### src/ethTxPkg.sv
package ethTxPkg;

    // ------------------------------------------------------------
    // source arbitration
    // ------------------------------------------------------------
    localparam int NumPorts = 4;                           // frame sources
    localparam int PortIdxWidth = (NumPorts > 1) ? $clog2(NumPorts) : 1;

    // ------------------------------------------------------------
    // frame layout on the wire
    // ------------------------------------------------------------
    localparam logic [7:0] PreambleByte = 8'h55;
    localparam logic [7:0] SfdByte = 8'hD5;                // start of frame delimiter
    localparam int PreambleLen = 7;                        // preamble bytes ahead of the SFD

    // minimum idle between frames, in byte times
    localparam int IfgBytes = 12;

    localparam int FcsBytes = 4;                           // appended check sequence

    // ------------------------------------------------------------
    // ethernet CRC-32, reflected form
    // ------------------------------------------------------------
    localparam logic [31:0] CrcPoly = 32'hEDB8_8320;
    localparam logic [31:0] CrcInit = 32'hFFFF_FFFF;       // all ones at frame start
    localparam logic [31:0] CrcXorOut = 32'hFFFF_FFFF;     // final inversion

endpackage

### src/ethTxScheduler.sv
`timescale 1ns/1ps

module ethTxScheduler (
    input  logic Clk,
    input  logic rst,
    input  logic LinkUp,
    input  logic [ethTxPkg::NumPorts-1:0] ReqIn,
    input  logic [ethTxPkg::NumPorts-1:0] ValIn,
    input  logic [ethTxPkg::NumPorts-1:0] SoFIn,
    input  logic [ethTxPkg::NumPorts-1:0] EoFIn,
    input  logic [ethTxPkg::NumPorts-1:0][7:0] DataIn,
    input  logic Busy,
    input  logic GapDone,
    output logic [ethTxPkg::NumPorts-1:0] ReqConfirm,
    output logic ByteVal,
    output logic ByteSoF,
    output logic ByteEoF,
    output logic [7:0] ByteData
);

    typedef enum logic [1:0] {
        Idle,
        Grant,
        Stream
    } stateT;

    stateT state;
    logic linkUpReg;
    logic [ethTxPkg::PortIdxWidth-1:0] grantIdx;   // also the round-robin pointer
    logic [ethTxPkg::PortIdxWidth-1:0] nextIdx;
    logic reqFound;
    logic valSel;
    logic sofSel;
    logic eofSel;
    logic grantOk;

    // strobes of the granted source
    assign valSel = ValIn[grantIdx] & (state != Idle);
    assign sofSel = SoFIn[grantIdx];
    assign eofSel = EoFIn[grantIdx];

    // the last forwarded byte must leave the output register first,
    // otherwise a one-byte frame could be followed before Busy rises
    assign grantOk = (state == Idle) & ~Busy & GapDone & linkUpReg & ~ByteVal;

    // ------------------------------------------------------------
    // round-robin search, starting one past the last grant
    // ------------------------------------------------------------
    always_comb begin
        reqFound = 1'b0;
        nextIdx = grantIdx;
        for (int i = 1; i <= ethTxPkg::NumPorts; i++) begin
            if (!reqFound && ReqIn[(int'(grantIdx) + i) % ethTxPkg::NumPorts]) begin
                reqFound = 1'b1;
                nextIdx = ethTxPkg::PortIdxWidth'((int'(grantIdx) + i) % ethTxPkg::NumPorts);
            end
        end
    end

    always_ff @(posedge Clk) begin
        if (rst) begin
            state <= Idle;
            ReqConfirm <= '0;
            grantIdx <= ethTxPkg::PortIdxWidth'(ethTxPkg::NumPorts - 1);  // first search hits 0
            linkUpReg <= 1'b0;
            ByteVal <= 1'b0;
            ByteSoF <= 1'b0;
            ByteEoF <= 1'b0;
        end else begin
            linkUpReg <= LinkUp;
            ByteVal <= valSel;
            ByteSoF <= valSel & sofSel;
            ByteEoF <= valSel & eofSel;

            case (state)
                Idle: begin
                    if (grantOk && reqFound) begin
                        state <= Grant;
                        grantIdx <= nextIdx;
                        ReqConfirm <= ethTxPkg::NumPorts'(1) << nextIdx;
                    end
                end
                Grant: begin                       // wait for the first byte
                    if (valSel && sofSel) begin
                        state <= eofSel ? Idle : Stream;
                        if (eofSel) ReqConfirm <= '0;  // one-byte frame
                    end
                end
                Stream: begin
                    if (valSel && eofSel) begin
                        state <= Idle;
                        ReqConfirm <= '0;
                    end
                end
                default: state <= Idle;
            endcase
        end
    end

    always_ff @(posedge Clk) begin
        ByteData <= DataIn[grantIdx];
    end

    // ------------------------------------------------------------
    // checks
    // ------------------------------------------------------------
    assert property (@(posedge Clk) disable iff (rst) $onehot0(ReqConfirm));

    // only the granted source may talk
    assert property (@(posedge Clk) disable iff (rst) (ValIn & ~ReqConfirm) == '0);

    // no back-pressure, a stalled source breaks the frame
    assert property (@(posedge Clk) disable iff (rst)
        (valSel && !eofSel) |=> !valSel ##1 valSel);

endmodule

### src/ethTxByteTimer.sv
`timescale 1ns/1ps

module ethTxByteTimer (
    input  logic Clk,
    input  logic rst,
    input  logic ByteVal,
    input  logic FrameEnd,
    output logic SlotStrobe,
    output logic GapDone
);

    logic [$clog2(ethTxPkg::IfgBytes * 2)-1:0] gapCnt;

    // ------------------------------------------------------------
    // byte slot phase
    // ------------------------------------------------------------
    // free running toggle, forced high after every valid byte so the
    // slot lines up with the source stream whatever phase it starts on
    always_ff @(posedge Clk) begin
        if (rst) begin
            SlotStrobe <= 1'b0;
        end else begin
            SlotStrobe <= ByteVal | ~SlotStrobe;
        end
    end

    // ------------------------------------------------------------
    // interframe gap
    // ------------------------------------------------------------
    always_ff @(posedge Clk) begin
        if (rst) begin
            gapCnt <= '0;
            GapDone <= 1'b1;
        end else if (FrameEnd) begin
            // GapDone low one cycle later, high again two byte times x IfgBytes on
            gapCnt <= $bits(gapCnt)'(ethTxPkg::IfgBytes * 2 - 2);
            GapDone <= 1'b0;
        end else if (gapCnt != '0) begin
            gapCnt <= gapCnt - 1'b1;
            GapDone <= (gapCnt == 1);        // last count releases the scheduler
        end
    end

    // bytes come on alternate cycles at most
    assert property (@(posedge Clk) disable iff (rst) ByteVal |=> !ByteVal);

endmodule

### src/ethCrc32.sv
`timescale 1ns/1ps

module ethCrc32 (
    input  logic Clk,
    input  logic rst,
    input  logic ByteVal,
    input  logic ByteSoF,
    input  logic ByteEoF,
    input  logic [7:0] ByteData,
    output logic [31:0] Crc,
    output logic CrcRdy
);

    logic [31:0] crcReg;
    logic [31:0] crcSeed;

    // one byte through the reflected LFSR, bit 0 first
    function automatic logic [31:0] crcByte(input logic [31:0] crcIn, input logic [7:0] data);
        logic [31:0] r;
        r = crcIn;
        for (int b = 0; b < 8; b++) begin
            if (r[0] ^ data[b]) begin
                r = (r >> 1) ^ ethTxPkg::CrcPoly;
            end else begin
                r = r >> 1;
            end
        end
        return r;
    endfunction

    // restart on the first byte of every frame
    assign crcSeed = ByteSoF ? ethTxPkg::CrcInit : crcReg;

    always_ff @(posedge Clk) begin
        if (ByteVal) begin
            crcReg <= crcByte(crcSeed, ByteData);
        end
    end

    always_ff @(posedge Clk) begin
        if (rst) begin
            CrcRdy <= 1'b0;
        end else begin
            CrcRdy <= ByteVal & ByteEoF;     // register already holds the final value
        end
    end

    // byte 0 of Crc goes out first
    assign Crc = crcReg ^ ethTxPkg::CrcXorOut;

endmodule

### src/ethTxFramer.sv
`timescale 1ns/1ps

module ethTxFramer (
    input  logic Clk,
    input  logic rst,
    input  logic ByteVal,
    input  logic ByteSoF,
    input  logic ByteEoF,
    input  logic [7:0] ByteData,
    input  logic SlotStrobe,
    input  logic [31:0] Crc,
    input  logic CrcRdy,
    output logic TxEn,
    output logic [3:0] TxData,
    output logic FrameEnd,
    output logic Busy
);

    // delay line, index PreambleLen is the head on the wire side
    logic [ethTxPkg::PreambleLen:0][7:0] lineByte;
    logic [ethTxPkg::PreambleLen:0] lineVal;

    logic [7:0] inByte;                  // byte waiting for the next slot
    logic inVal;
    logic [31:0] fcsByte;
    logic [$clog2(ethTxPkg::FcsBytes + 1)-1:0] fcsCnt;
    logic awaitFcs;                      // EoF seen, CRC not yet taken
    logic [3:0] txHi;

    logic sofLoad;
    logic fcsPending;
    logic shiftVal;
    logic [7:0] shiftByte;
    logic headVal;
    logic [7:0] headByte;

    assign sofLoad = ByteVal & ByteSoF;
    assign fcsPending = (fcsCnt != '0);
    assign shiftVal = inVal | fcsPending;
    assign shiftByte = inVal ? inByte : fcsByte[7:0];    // payload first, then FCS
    assign headVal = lineVal[ethTxPkg::PreambleLen];
    assign headByte = lineByte[ethTxPkg::PreambleLen];

    // ------------------------------------------------------------
    // byte path
    // ------------------------------------------------------------
    always_ff @(posedge Clk) begin
        if (ByteVal) inByte <= ByteData;

        if (sofLoad) begin
            for (int i = 1; i <= ethTxPkg::PreambleLen; i++) begin
                lineByte[i] <= ethTxPkg::PreambleByte;
            end
            lineByte[0] <= ethTxPkg::SfdByte;
        end else if (SlotStrobe) begin
            lineByte <= {lineByte[ethTxPkg::PreambleLen-1:0], shiftByte};
        end

        if (CrcRdy && awaitFcs) begin
            fcsByte <= Crc;
        end else if (SlotStrobe && !inVal && fcsPending) begin
            fcsByte <= fcsByte >> 8;
        end

        if (SlotStrobe) txHi <= headByte[7:4];
    end

    // ------------------------------------------------------------
    // slot valids and frame control
    // ------------------------------------------------------------
    always_ff @(posedge Clk) begin
        if (rst) begin
            lineVal <= '0;
            inVal <= 1'b0;
            fcsCnt <= '0;
            awaitFcs <= 1'b0;
            Busy <= 1'b0;
        end else begin
            if (ByteVal) inVal <= 1'b1;
            else if (SlotStrobe) inVal <= 1'b0;

            if (sofLoad) lineVal <= '1;                   // preamble and SFD slots
            else if (SlotStrobe) lineVal <= {lineVal[ethTxPkg::PreambleLen-1:0], shiftVal};

            if (CrcRdy && awaitFcs) begin
                fcsCnt <= ($bits(fcsCnt))'(ethTxPkg::FcsBytes);
            end else if (SlotStrobe && !inVal && fcsPending) begin
                fcsCnt <= fcsCnt - 1'b1;
            end

            if (ByteVal && ByteEoF) awaitFcs <= 1'b1;
            else if (CrcRdy) awaitFcs <= 1'b0;

            if (sofLoad) Busy <= 1'b1;
            else if (FrameEnd) Busy <= 1'b0;              // drops as the gap timer starts
        end
    end

    // ------------------------------------------------------------
    // nibble output, low nibble first
    // ------------------------------------------------------------
    always_ff @(posedge Clk) begin
        if (rst) begin
            TxEn <= 1'b0;
            TxData <= 4'h0;
            FrameEnd <= 1'b0;
        end else if (SlotStrobe) begin
            TxEn <= headVal;
            TxData <= headVal ? headByte[3:0] : 4'h0;
            FrameEnd <= TxEn & ~headVal;                  // first cycle with TxEn low
        end else begin
            TxData <= TxEn ? txHi : 4'h0;
            FrameEnd <= 1'b0;
        end
    end

    // the CRC result belongs to a frame still held in the framer
    assert property (@(posedge Clk) disable iff (rst) CrcRdy |-> Busy);

endmodule

### src/ethTxTop.sv
`timescale 1ns/1ps

module ethTxTop (
    input  logic Clk,
    input  logic rst,
    input  logic LinkUp,
    input  logic [ethTxPkg::NumPorts-1:0] ReqIn,
    input  logic [ethTxPkg::NumPorts-1:0] ValIn,
    input  logic [ethTxPkg::NumPorts-1:0] SoFIn,
    input  logic [ethTxPkg::NumPorts-1:0] EoFIn,
    input  logic [ethTxPkg::NumPorts-1:0][7:0] DataIn,
    output logic [ethTxPkg::NumPorts-1:0] ReqConfirm,
    output logic TxEn,
    output logic [3:0] TxData
);

    // granted byte stream
    logic byteVal;
    logic byteSoF;
    logic byteEoF;
    logic [7:0] byteData;

    logic busy;
    logic gapDone;
    logic slotStrobe;
    logic frameEnd;
    logic [31:0] crc;
    logic crcRdy;

    ethTxScheduler scheduler (
        .Clk        (Clk),
        .rst        (rst),
        .LinkUp     (LinkUp),
        .ReqIn      (ReqIn),
        .ValIn      (ValIn),
        .SoFIn      (SoFIn),
        .EoFIn      (EoFIn),
        .DataIn     (DataIn),
        .Busy       (busy),
        .GapDone    (gapDone),
        .ReqConfirm (ReqConfirm),
        .ByteVal    (byteVal),
        .ByteSoF    (byteSoF),
        .ByteEoF    (byteEoF),
        .ByteData   (byteData)
    );

    ethTxByteTimer byteTimer (
        .Clk        (Clk),
        .rst        (rst),
        .ByteVal    (byteVal),
        .FrameEnd   (frameEnd),
        .SlotStrobe (slotStrobe),
        .GapDone    (gapDone)
    );

    ethCrc32 crc32 (
        .Clk        (Clk),
        .rst        (rst),
        .ByteVal    (byteVal),
        .ByteSoF    (byteSoF),
        .ByteEoF    (byteEoF),
        .ByteData   (byteData),
        .Crc        (crc),
        .CrcRdy     (crcRdy)
    );

    ethTxFramer framer (
        .Clk        (Clk),
        .rst        (rst),
        .ByteVal    (byteVal),
        .ByteSoF    (byteSoF),
        .ByteEoF    (byteEoF),
        .ByteData   (byteData),
        .SlotStrobe (slotStrobe),
        .Crc        (crc),
        .CrcRdy     (crcRdy),
        .TxEn       (TxEn),
        .TxData     (TxData),
        .FrameEnd   (frameEnd),
        .Busy       (busy)
    );

endmodule

### config.mk
export PLATFORM = sky130hd
export DESIGN_NAME = ethTxTop
export DESIGN_NICKNAME = d
export VERILOG_FILES = /design/src/ethTxPkg.sv /design/src/ethTxScheduler.sv /design/src/ethTxByteTimer.sv /design/src/ethCrc32.sv /design/src/ethTxFramer.sv /design/src/ethTxTop.sv
export SDC_FILE = /design/constraint.sdc
export NUM_CORES = 1
export LEC_CHECK = 0
export ABC_AREA = 1
export BUFFER_PORTS_ARGS = -buffer_cell sky130_fd_sc_hd__buf_2
export CAP_MARGIN = 20
export CORE_MARGIN = 10
export CORE_UTILIZATION = 60
export DETAILED_ROUTE_END_ITERATION = 7
export GPL_TIMING_DRIVEN = 1
export PLACE_DENSITY = 0.81
export SKIP_LAST_GASP = 1
export SYNTH_ARGS = -nofsm -noshare
export SYNTH_HDL_FRONTEND = slang
export SYNTH_SLANG_ARGS = --single-unit
export TNS_END_PERCENT = 20
### constraint.sdc
create_clock -name Clk -period 2.7 [get_ports Clk]
set_input_delay 0.405 -clock Clk [delete_from_list [all_inputs] [get_ports Clk]]
set_output_delay 0.405 -clock Clk [all_outputs]
set_load 0.02 [all_outputs]
-- Word-level counts from Yosys, hierarchy flattened
Cells that the tools add are included.
- input port bits: 51
- flip-flop bits (word level): 188
- output and inout port bits: 9
- word-level logic and storage cells: 200
- reduce and logical (&&, ||, !) cells: 35
- shift operators: 1
- multiplexer cells: 74
- order comparisons: 5
- equal/unequal tests: 7
- $add $sub $neg: 6
- bitwise logic cells: 37
- operators with widths (cell ; number):
    $mux 32 ; 17
    $not 13->14 ; 8
    $mux 8 ; 4
    $not 32->32 ; 1
    $mux 31 ; 1
    $mux 4 ; 7
    $mux 1 ; 23
    $bmux 8 s2 ; 1
    $lt 3x4->1 const B ; 4
    $mux 2 ; 8
    $bmux 1 s2 ; 7
    $reduce_bool 2->1 ; 7
    $reduce_or 2->1 ; 7
    $pmux 4 s3 ; 1
    $and 1x1->1 ; 10
    $logic_and 1x1->1 ; 10
    $mux 5 ; 2
    $xor 1x1->1 ; 8
    $mux 3 ; 2
    $ne 2x1->1 const B ; 3
    $pmux 2 s3 ; 1
    $reduce_bool 3->1 ; 2
    $eq 5x1->1 const B ; 1
    $reduce_and 5->1 ; 1
    other kinds (17) ; 29

-- Depth between registers and ports, before layout
Gate-level depths: netlist of run 1.
- depth in word-level cells: 24
- depth in mapped cells: 16
- gate-level depth less buffers: 14

-- Modules after synthesis
A second synthesis of run 1 with hierarchy kept.
- cell total of the unflattened synthesis: 1077
- area, all modules: 8971.1 sq um
- modules (own cells, without submodules) (module ; seq. area each (sq um) ; cells an instance ; times used ; area each (sq um)):
    ethTxFramer ; 3002.9 ; 519 ; 1 ; 4700.8
    ethCrc32 ; 980.9 ; 286 ; 1 ; 2527.4
    ethTxScheduler ; 400.4 ; 216 ; 1 ; 1377.6
    ethTxByteTimer ; 140.1 ; 56 ; 1 ; 365.4

-- Least setup slack after synthesis of run 1
Ideal clock, no wire load.
- path type: register -> register
- start point: reg byteTimer.SlotStrobe
- end point: reg framer.fcsByte[0] (enable)
- path slack: 0.528 ns
- cell stages (with the launch flop): 5
- data arrival time: 1.783 ns
- buffers on the path: 0
- required time: 2.311 ns
- library setup time: 0.389 ns
- clock period less this slack: 2.172 ns
- path through: dfxtp_1 inv_1 nor3_1 inv_1 nand2_1
- cells in the longest elaborated chain, start to end: 3
- RTL lines (item ; line ; source):
    start: declaration ; ethTxByteTimer.sv:8 ; output logic SlotStrobe,
    start signal: assignment ; ethTxByteTimer.sv:23 ; SlotStrobe <= ByteVal | ~SlotStrobe;
    $logic_and 1x1->1 (2 in series) ; ethTxFramer.sv:61 ; end else if (SlotStrobe && !inVal && fcsPending) begin
    $reduce_bool 2->1 (no source line) ; -- ;
    end signal: assignment ; ethTxFramer.sv:60 ; fcsByte <= Crc;
    end signal: assignment ; ethTxFramer.sv:62 ; fcsByte <= fcsByte >> 8;
    end: declaration ; ethTxFramer.sv:25 ; logic [31:0] fcsByte;
No other way between the ends.
A chain may end at the register's enable or synchronous reset.

-- Worst setup path after layout of run 1
- start point: reg scheduler.ByteSoF
- end point: reg crc32.crcReg[20], data pin
- cells in the longest elaborated chain, start to end: 22
- elaborated cells on any way between the ends: 28
- those cells by class: mux (16); bitwise (12)
- RTL lines (item ; line ; source):
    start: declaration ; ethTxScheduler.sv:16 ; output logic ByteSoF,
    start signal: assignment ; ethTxScheduler.sv:72 ; ByteSoF <= valSel & sofSel;
    $mux 32 (*) ; ethCrc32.sv:32 ; assign crcSeed = ByteSoF ? ethTxPkg::CrcInit : crcReg;
    $xor 1x1->1 or $not 13->14 (tied branches) ; -- ;
    $mux 32 (*) ; ethCrc32.sv:22 ; if (r[0] ^ data[b]) begin
    $mux 32 (*) ; ethCrc32.sv:35 ; if (ByteVal) begin
    $not 13->14 (no source line) ; -- ;
    $mux 32 (*) ; ethCrc32.sv:22 ;
    $mux 32 (*) ; ethCrc32.sv:35 ;
    $mux 32 (*) ; ethCrc32.sv:22 ;
    [... 6 more ...] ; -- ;
    $mux 32 (*) ; ethCrc32.sv:35 ;
    $mux 32 (*) ; ethCrc32.sv:22 ;
    $mux 32 (*) ; ethCrc32.sv:35 ;
    $not 13->14 (no source line) ; -- ;
    $mux 32 (*) ; ethCrc32.sv:22 ;
    $mux 32 (*) ; ethCrc32.sv:35 ;
    $not 13->14 (no source line) ; -- ;
    $mux 31 (*) ; ethCrc32.sv:22 ;
    end signal: assignment ; ethCrc32.sv:36 ; crcReg <= crcByte(crcSeed, ByteData);
    end: declaration ; ethCrc32.sv:14 ; logic [31:0] crcReg;
Every way passes the cells marked *; elsewhere a longest branch is shown, timed or not. The select of a mux whose other input is x is not followed.

==> flow_metrics.env, run 1 <==
export IMPL_status="finished, final reports clean"
export IMPL_cp_required_ps=2880
export IMPL_routed_via_count=5781
export IMPL_finalSetupViolCount=0
export IMPL_synth_adder_area_share=0.0124
export IMPL_synth_flop_cell="dfxtp_1"
export IMPL_gp_congestion=0.888
export IMPL_drt_pass1_iterations=5
export IMPL_async_reset_ff_frac=0
export IMPL_num_rows=42
export IMPL_hp_start="LinkUp"
export IMPL_leakage_uw=0.00404
export IMPL_grt_pass1_vias=5582
export IMPL_critPathMaxFanout=11
export IMPL_power_density_mw_per_mm2=1210
export IMPL_r2r_slack_ps=380
export IMPL_multi_input_area_mm2=0.00303
export IMPL_grt_max_degree=57
export IMPL_num_fill_cells=1009
export IMPL_postCtsSetupBuffers=0
export IMPL_io_buffers=59
export IMPL_synth_top_family_by_area="simple AND/OR/NAND/NOR gates"
export IMPL_drt_iter0_drc=403
export IMPL_synth_xor_area_share=0.101
export IMPL_numCtsBuffers=17
export IMPL_antenna_found_initial=1
export IMPL_cp_end_kind="register"
export IMPL_hold_depth=3
export IMPL_fin_hold_ws_ps=181
export IMPL_synth_nets=899
export IMPL_clock_root_buffer="clkbuf_16"
export IMPL_critPathKind="register to register"
export IMPL_clock_sinks=188
export IMPL_dp_hpwl_um=11000
export IMPL_highest_layer="met4"
export IMPL_io_pins=60
export IMPL_grt_usage=0.176
export IMPL_final_cell_mix="nand2_1, dfxtp_1, inv_1, edfxtp_1, nor2_1"
export IMPL_netlist_instances=840
export IMPL_syn_to_final_growth_pct=13.3
export IMPL_drc=0
export IMPL_final_setup_tns_ps=0
export IMPL_worst_r2r_path_depth=8
export IMPL_cts_clk_slew_worst_paths_ps=70
export IMPL_slowest_delay_ps=610
export IMPL_grt_pass1_wl_um=26000
export IMPL_grt_setup_unrepaired="no"
export IMPL_ir_worst_vdd_mv=1.29
export IMPL_synth_simple_gate_area_frac=0.151
export IMPL_coreArea_mm2=0.0132
export IMPL_crit_top_cell="nand2_1"
export IMPL_r2r_start="scheduler.ByteSoF"
export IMPL_wl_met3_um=719
export IMPL_muxShareOfSynthArea=0.00372
export IMPL_h_tree_depth=4
export IMPL_totalWireLength_um=16000
export IMPL_yosysSeqAreaShare=0.560
export IMPL_ctsResizeCount=0
export IMPL_avgSynthCellArea_um2=9.62
export IMPL_hold_path_class="input port to register"
export IMPL_wl_per_cell_um=14.7
export IMPL_cts_tree="built"
export IMPL_final_common_cell="nand2_1"
export IMPL_clock_path_buffers=2
export IMPL_die_x_um=136
export IMPL_ys_ff_latch=188
export IMPL_synth_distinct_cells=41
export IMPL_clock_latency_ps=430
export IMPL_grt_ovfl_total=0
export IMPL_critical_path_arrival_ps=2500
export IMPL_period_needed_ps=2320
export IMPL_maxCapViolations=0
export IMPL_synth_area_mm2=0.00808
export IMPL_layout_nets=957
export IMPL_reg2reg_to="crc32.crcReg[20]"
export IMPL_wl_met1_um=6690
export IMPL_start_kind="register"
export IMPL_vias_per_cell=5.31
export IMPL_synth_compound_area_frac=0.106
export IMPL_route_met2_wl_um=8210
export IMPL_regArea_mm2=0.00453
export IMPL_fin_skew_ps=10.7
export IMPL_start_util=0.610
export IMPL_final_layout_size_suffix_gt1_frac=0.147
export IMPL_die_area_mm2=0.0185
export IMPL_whs_endpoint="scheduler.linkUpReg"
export IMPL_drv_slew=0
export IMPL_die_h_um=136
export IMPL_finalHoldViolCount=0
export IMPL_ant_nets=0
export IMPL_finalCritPeriodShare=0.859
export IMPL_relSlewSlack=0.408
export IMPL_timing_fmax_mhz=431
export IMPL_slowest_stage="dfxtp_1"
export IMPL_ys_warn_count=0
export IMPL_tightest_slew_ps=882
export IMPL_crit_chain="buf_4 > nor2_4 > xor2_4 > xnor2_2 > xor2_2 > nand2_1 > nand3b_1 > nand2_1"
export IMPL_ctsHoldBuffers=0
export IMPL_synth_edf_count=76
## report_power, final
group / internal, uW / total, uW / switching [uW] / leakage [uW]
Sequential: 4020 / 4390 / 374 / 0.00161
Combinational: 1670 / 4220 / 2560 / 0.00213
Clock: 1400 / 2500 / 1100 / 0.000297
Total: 7080 / 11100 / 4030 / 0.00404
## state kept, by name, indices dropped and copies added (netlist names), 3 cells and up
signal                cells
byteTimer.gapCnt          5
crc32.crcReg             32
framer.TxData             4
framer.fcsByte           32
framer.fcsCnt             3
framer.headByte           8
framer.inByte             8
framer.lineByte          56
framer.lineVal            8
framer.txHi               4
scheduler.ByteData        8
scheduler.ReqConfirm      4
## per-stage QoR
step	utilization	instances	instance area [um^2]	setup slack, ps	total power, uW
CTS	0.691	1087	9150	374	11100
floorplan	-	840	8080	528	7690
detailed placement	0.646	1055	8550	369	8630
finish	0.691	1088	9160	380	11100
global route	0.691	1088	9160	215	11800
global placement	0.646	1055	8550	488	8430
## cells in the mapped netlist (all sizes together), types with 19 or more instances
| cell | instances | area [um^2] |
|---|---|---|
| nand3 | 32 | 165 |
| o22ai | 26 | 163 |
| edfxtp | 76 | 2280 |
| a21oi | 24 | 120 |
| xnor2 | 22 | 272 |
| o21ai | 41 | 205 |
| dfxtp | 112 | 2240 |
| a22oi | 33 | 248 |
| nand2 | 169 | 644 |
| xor2 | 47 | 543 |
| clkbuf | 19 | 71.3 |
| inv | 107 | 402 |
| nor2 | 82 | 354 |
## routing by layer
layer,track usage,up-vias
met4,0.0775,0
met5,0,-
met1,0.210,2731
met2,0.298,140
li1,-,2875
met3,0.0402,35
## worst max-delay path: cells and delay by family (launching register included)
kind          cells  cell delay (ps)
xor+xnor          3              800
buf+inv           1              310
flops             1              610
simple gates      4              360
## logic make-up after synthesis
kind of cell	count (synthesis)
xor gates and xnor gates	69
and+or+nand+nor	293
DFF	188
AOI/OAI and AO/OA	140
buffers and inverters	139
adders and majority gates	8
muxes	3
## layout make-up
class | instances | share of cell area
Timing Repair Buffer | 68 | 0.0396
Clock buffer | 23 | 0.0568
Tap cell | 176 | 0.0241
Multi-Input combinational cell | 513 | 0.331
Sequential cell | 188 | 0.494
Antenna cell | 1 | 0.000273
Clock inverter | 9 | 0.00929
Inverter | 110 | 0.0451
## worst max path at each step
stage | from | end | slack (ps) | depth (start not counted)
finish | scheduler.ByteSoF | crc32.crcReg[20] | 380 | 8
detailed placement | scheduler.ByteSoF | crc32.crcReg[20] | 370 | 8
global route | scheduler.ByteSoF | crc32.crcReg[23] | 210 | 8
global placement | scheduler.ByteSoF | crc32.crcReg[20] | 490 | 8
floorplan | byteTimer.SlotStrobe | framer.fcsByte[0] | 530 | 4
CTS | scheduler.ByteSoF | crc32.crcReg[20] | 370 | 8
Power figures use the tool's default switching activity.
==> run 2, diff against run 1 <==
CORE_UTILIZATION = 55   (was 60)
PLACE_DENSITY = 0.75   (was 0.81)
==> flow_metrics.env, run 2 (synthesized netlist as in run 1, its figures left out) <==
export IMPL_fin_skew_ps=9.43
export IMPL_p_sw_frac=0.350
export IMPL_power_density_mw_per_mm2=1200
export IMPL_io_pins=60
export IMPL_final_layout_size_suffix_gt1_frac=0.149
export IMPL_cp_end_kind="register"
export IMPL_crit_chain="buf_4 > nor2_4 > xor2_1 > nand2_1 > nand2_1 > xor2_2 > nand2_1 > nand3b_1 > nand2_1"
export IMPL_grt_pass1_wl_um=25400
export IMPL_pre_cts_ws_ps=325
export IMPL_numCtsBuffers=17
export IMPL_finalCritPeriodShare=0.855
export IMPL_final_common_cell="nand2_1"
export IMPL_grt_setup_unrepaired="no"
export IMPL_grt_pass1_vias=5376
export IMPL_clock_path_buffers=2
export IMPL_num_fill_cells=1159
export IMPL_grt_ovfl_total=0
export IMPL_drv_slew=0
export IMPL_p_clk_frac=0.229
export IMPL_cp_required_ps=2890
export IMPL_finalSetupViolCount=0
export IMPL_drt_iter0_drc=355
export IMPL_totalWireLength_um=15300
export IMPL_grt_usage=0.157
export IMPL_clock_sinks=188
export IMPL_switchingPower_uw=3890
export IMPL_p_comb_frac=0.377
export IMPL_ant_nets=0
export IMPL_regArea_mm2=0.00453
export IMPL_cp_num_buf_inv=1
export IMPL_critPathKind="register to register"
export IMPL_pwr_share_seq=0.394
export IMPL_drc=0
export IMPL_timing_fmax_mhz=433
export IMPL_tightest_slew_ps=595
export IMPL_num_rows=44
export IMPL_ir_worst_vdd_mv=1.02
export IMPL_ctsHoldBuffers=0
export IMPL_vias_per_cell=5.08
export IMPL_h_tree_depth=4
export IMPL_slowest_delay_ps=440
export IMPL_leakage_uw=0.00407
export IMPL_crit_top_cell="nand2_1"
export IMPL_cts_clk_slew_worst_paths_ps=70
export IMPL_hold_path_class="input port to register"
export IMPL_final_setup_tns_ps=0
export IMPL_period_needed_ps=2310
export IMPL_die_area_mm2=0.0199
export IMPL_largest_reg_flops=56
export IMPL_slowest_stage="dfxtp_1"
export IMPL_ctsResizeCount=0
export IMPL_io_buffers=59
export IMPL_postCtsSetupBuffers=0
export IMPL_relSlewSlack=0.603
export IMPL_coreArea_mm2=0.0145
export IMPL_start_kind="register"
export IMPL_multi_input_area_mm2=0.00303
export IMPL_final_cell_mix="nand2_1, dfxtp_1, inv_1, edfxtp_1, nor2_1"
export IMPL_top_regs="framer.lineByte: 56 flops, crc32.crcReg: 32 flops, framer.fcsByte: 32 flops"
export IMPL_crit_family="simple AND/OR/NAND/NOR gates"
export IMPL_largest_register="framer.lineByte"
export IMPL_drt_pass1_iterations=6
export IMPL_cts_tree="built"
export IMPL_clock_latency_ps=420
export IMPL_layout_nets=959
export IMPL_internal_power_uw=7210
export IMPL_antenna_found_initial=1
export IMPL_status="finished, final reports clean"
export IMPL_grt_max_degree=59
export IMPL_start_util=0.558
export IMPL_critical_path_arrival_ps=2500
export IMPL_worst_slack_ps=392
export IMPL_clock_root_buffer="clkbuf_16"
export IMPL_gp_congestion=0.860
export IMPL_maxCapViolations=0
export IMPL_syn_to_final_growth_pct=13.9
export IMPL_routed_via_count=5579
export IMPL_die_x_um=141
export IMPL_dp_hpwl_um=10500
export IMPL_critPathMaxFanout=13
export IMPL_finalHoldViolCount=0
export IMPL_die_h_um=141
export IMPL_wl_per_cell_um=13.9
[run 2: changes by cell type in the layout (fill, tap and decap cells not counted)]
cell | previous run | this run
nor2_2 | 4 | 5
clkbuf_16 | 19 | 20
inv_6 | 4 | 1
nor2_1 | 74 | 73
bufinv_16 | 0 | 1
clkbuf_1 | 1 | 2
buf_4 | 9 | 10
inv_4 | 0 | 2
buf_8 | 0 | 1
clkinv_2 | 0 | 2
clkinvlp_4 | 1 | 0
inv_8 | 3 | 0
[run 2: power groups by stage]
stage | clock [uW] | sequential, uW | combinational, uW
floorplan | 0 | 4370 | 3320
global placement | 0 | 4420 | 4020
detailed placement | 0 | 4440 | 4140
CTS | 2570 | 4380 | 4190
global route | 2690 | 4450 | 4730
finish | 2540 | 4370 | 4180
[run 2: final timing paths]
kind	depth (start not counted)	endpoint	startpoint	slack [ps]
setup / recovery	9	crc32.crcReg[20]	scheduler.ByteSoF	390
hold / removal	3	scheduler.linkUpReg	LinkUp	180
setup reg to reg	9	crc32.crcReg[20]	scheduler.ByteSoF	390
hold reg to reg	2	crc32.CrcRdy	scheduler.ByteEoF	430
[run 2: per-stage QoR]
| stage | area (um^2) | hold slack (ps) | instances | power, uW | util |
|---|---|---|---|---|---|
| after floorplan | 8080 | 405 | 840 | 7690 | - |
| after global placement | 8570 | 413 | 1064 | 8440 | 0.592 |
| after detailed placement | 8570 | 418 | 1064 | 8570 | 0.592 |
| after CTS | 9190 | 171 | 1096 | 11100 | 0.635 |
| after global routing | 9210 | 183 | 1098 | 11900 | 0.636 |
| final | 9210 | 181 | 1098 | 11100 | 0.636 |
[run 2: layer usage]
| layer | global-route usage | share of wire |
|---|---|---|
| met1 | 0.191 | 0.44 |
| met2 | 0.267 | 0.52 |
| met3 | 0.0369 | 0.028 |
| met4 | 0.0505 | 0.011 |
| met5 | 0 | 0 |
[run 2: worst min-delay path, delay by kind of cell]
family / cells / cell delay [ps]
buffers and inverters: 2 / 100
AND/OR/NAND/NOR: 1 / 60
[run 2: layout make-up]
| class | count | share of cell area |
|---|---|---|
| Multi-Input combinational cell | 513 | 0.329 |
| Sequential cell | 188 | 0.492 |
| Clock inverter | 7 | 0.00761 |
| Tap cell | 184 | 0.0250 |
| Inverter | 110 | 0.0449 |
| Antenna cell | 1 | 0.000272 |
| Timing Repair Buffer | 70 | 0.0419 |
| Clock buffer | 25 | 0.0597 |
==> run 3, diff against run 2 <==
CORE_MARGIN = default   (was 10)
CORE_UTILIZATION = 50   (was 55)
PLACE_DENSITY = 0.69   (was 0.75)
==> flow_metrics.env, run 3 (synthesized netlist as in run 1, its figures left out) <==
export IMPL_status="finished, final reports clean"
export IMPL_num_rows=46
export IMPL_drt_pass1_iterations=4
export IMPL_grt_pass1_wl_um=24800
export IMPL_postCtsSetupBuffers=0
export IMPL_clock_root_buffer="clkbuf_16"
export IMPL_crit_family="XOR/XNOR gates"
export IMPL_largest_reg_flops=56
export IMPL_antenna_found_initial=0
export IMPL_critical_path_arrival_ps=2540
export IMPL_cts_clk_slew_worst_paths_ps=70
export IMPL_use_met3=0.0491
export IMPL_grt_usage=0.194
export IMPL_cp_startpoint="scheduler.ByteSoF"
export IMPL_grt_busiest_layer="met2"
export IMPL_crit_chain="buf_4 > nor2_4 > xor2_4 > xnor2_2 > xor2_2 > nand2_1 > nand3b_1 > nand2_1"
export IMPL_relSlewSlack=0.612
export IMPL_power_density_mw_per_mm2=1190
export IMPL_drt_iter0_drc=327
export IMPL_start_util=0.511
export IMPL_coreArea_mm2=0.0158
export IMPL_dp_hpwl_um=10100
export IMPL_final_common_cell="nand2_1"
export IMPL_syn_to_final_growth_pct=14.3
export IMPL_cts_tree="built"
export IMPL_maxCapViolations=0
export IMPL_io_buffers=59
export IMPL_clock_sinks=188
export IMPL_drv_slew=0
export IMPL_gp_congestion=0.808
export IMPL_critPathMaxFanout=19
export IMPL_vias_per_cell=4.90
export IMPL_period_needed_ps=2360
export IMPL_slowest_stage="dfxtp_1"
export IMPL_ir_worst_vdd_mv=0.934
export IMPL_use_met2=0.323
export IMPL_die_x_um=129
export IMPL_ctsHoldBuffers=0
export IMPL_routed_via_count=5523
export IMPL_die_h_um=129
export IMPL_finalCritPeriodShare=0.875
export IMPL_finalHoldViolCount=0
export IMPL_wl_per_cell_um=13.0
export IMPL_largest_register="framer.lineByte"
export IMPL_leakage_uw=0.00406
export IMPL_r2r_start="scheduler.ByteSoF"
export IMPL_gr_usage_met1=0.249
export IMPL_fin_skew_ps=9.05
export IMPL_grt_ovfl_total=0
export IMPL_final_cell_mix="nand2_1, dfxtp_1, inv_1, edfxtp_1, nor2_1"
export IMPL_hold_path_class="input port to register"
export IMPL_final_layout_size_suffix_gt1_frac=0.146
export IMPL_cp_end_kind="register"
export IMPL_place_area_mm2=0.00861
export IMPL_design_area_mm2=0.00924
export IMPL_cp_num_buf_inv=1
export IMPL_clock_latency_ps=430
export IMPL_crit_top_cell="nand2_1"
export IMPL_ctsResizeCount=0
export IMPL_slowest_delay_ps=600
export IMPL_critPathKind="register to register"
export IMPL_diodes=0
export IMPL_final_setup_tns_ps=0
export IMPL_hp_start="LinkUp"
export IMPL_die_area_mm2=0.0167
export IMPL_top_regs="framer.lineByte: 56 flops, crc32.crcReg: 32 flops, framer.fcsByte: 32 flops"
export IMPL_finalSetupViolCount=0
export IMPL_tightest_slew_ps=581
export IMPL_io_pins=60
export IMPL_grt_pass1_vias=5285
export IMPL_totalWireLength_um=14700
export IMPL_drc=0
export IMPL_h_tree_depth=4
export IMPL_cp_required_ps=2880
export IMPL_timing_fmax_mhz=423
export IMPL_start_kind="register"
export IMPL_grt_setup_unrepaired="no"
export IMPL_grt_max_degree=57
export IMPL_instances_no_fill=1128
export IMPL_post_place_cells=1095
export IMPL_numCtsBuffers=17
export IMPL_clock_path_buffers=2
export IMPL_ant_nets=0
export IMPL_layout_nets=958
## run 3: worst paths after layout
check                        endpoint  slack (ps)  depth (start not counted)
setup reg to reg     crc32.crcReg[23]         340                          8
setup / recovery     crc32.crcReg[23]         340                          8
hold / removal    scheduler.linkUpReg         180                          3
hold reg to reg          crc32.CrcRdy         420                          2
## run 3: power breakdown
part | switching (uW) | internal (uW) | total [uW]
logic | 2460 | 1670 | 4140
clock network | 1030 | 1490 | 2520
registers | 354 | 4020 | 4370
## run 3: per-stage QoR
| stage | hold WS [ps] | utilization | power, uW | worst slack (ps) |
|---|---|---|---|---|
| after CTS | 163 | 0.583 | 11100 | 144 |
| after global routing | 174 | 0.584 | 11800 | 191 |
| after floorplan | 405 | - | 7690 | 528 |
| final | 176 | 0.584 | 11000 | 338 |
| after global placement | 413 | 0.544 | 8470 | 232 |
| after detailed placement | 416 | 0.544 | 8570 | 152 |
## run 3: worst min-delay path, cell delays in order
cell and delay [ps]:
buf_2 70, inv_1 30, nor2_1 60
## run 3: routing by layer
metal / vias to the layer above / part of all wire / wire length, um
met5: - / 0 / 0
met4: 0 / 0.011 / 167
met3: 15 / 0.030 / 439
met2: 77 / 0.49 / 7220
met1: 2564 / 0.47 / 6870
li1: 2867 / - / -
## run 3: final cells by class
class | instances | area, um^2
repair buffers | 69 | 390
well taps | 216 | 270
fillers | 1335 | 6590
clock buffers | 25 | 539
inverters | 110 | 413
clock inverters | 7 | 70.1
multi-input cells | 513 | 3030
flip-flops and latches | 188 | 4530
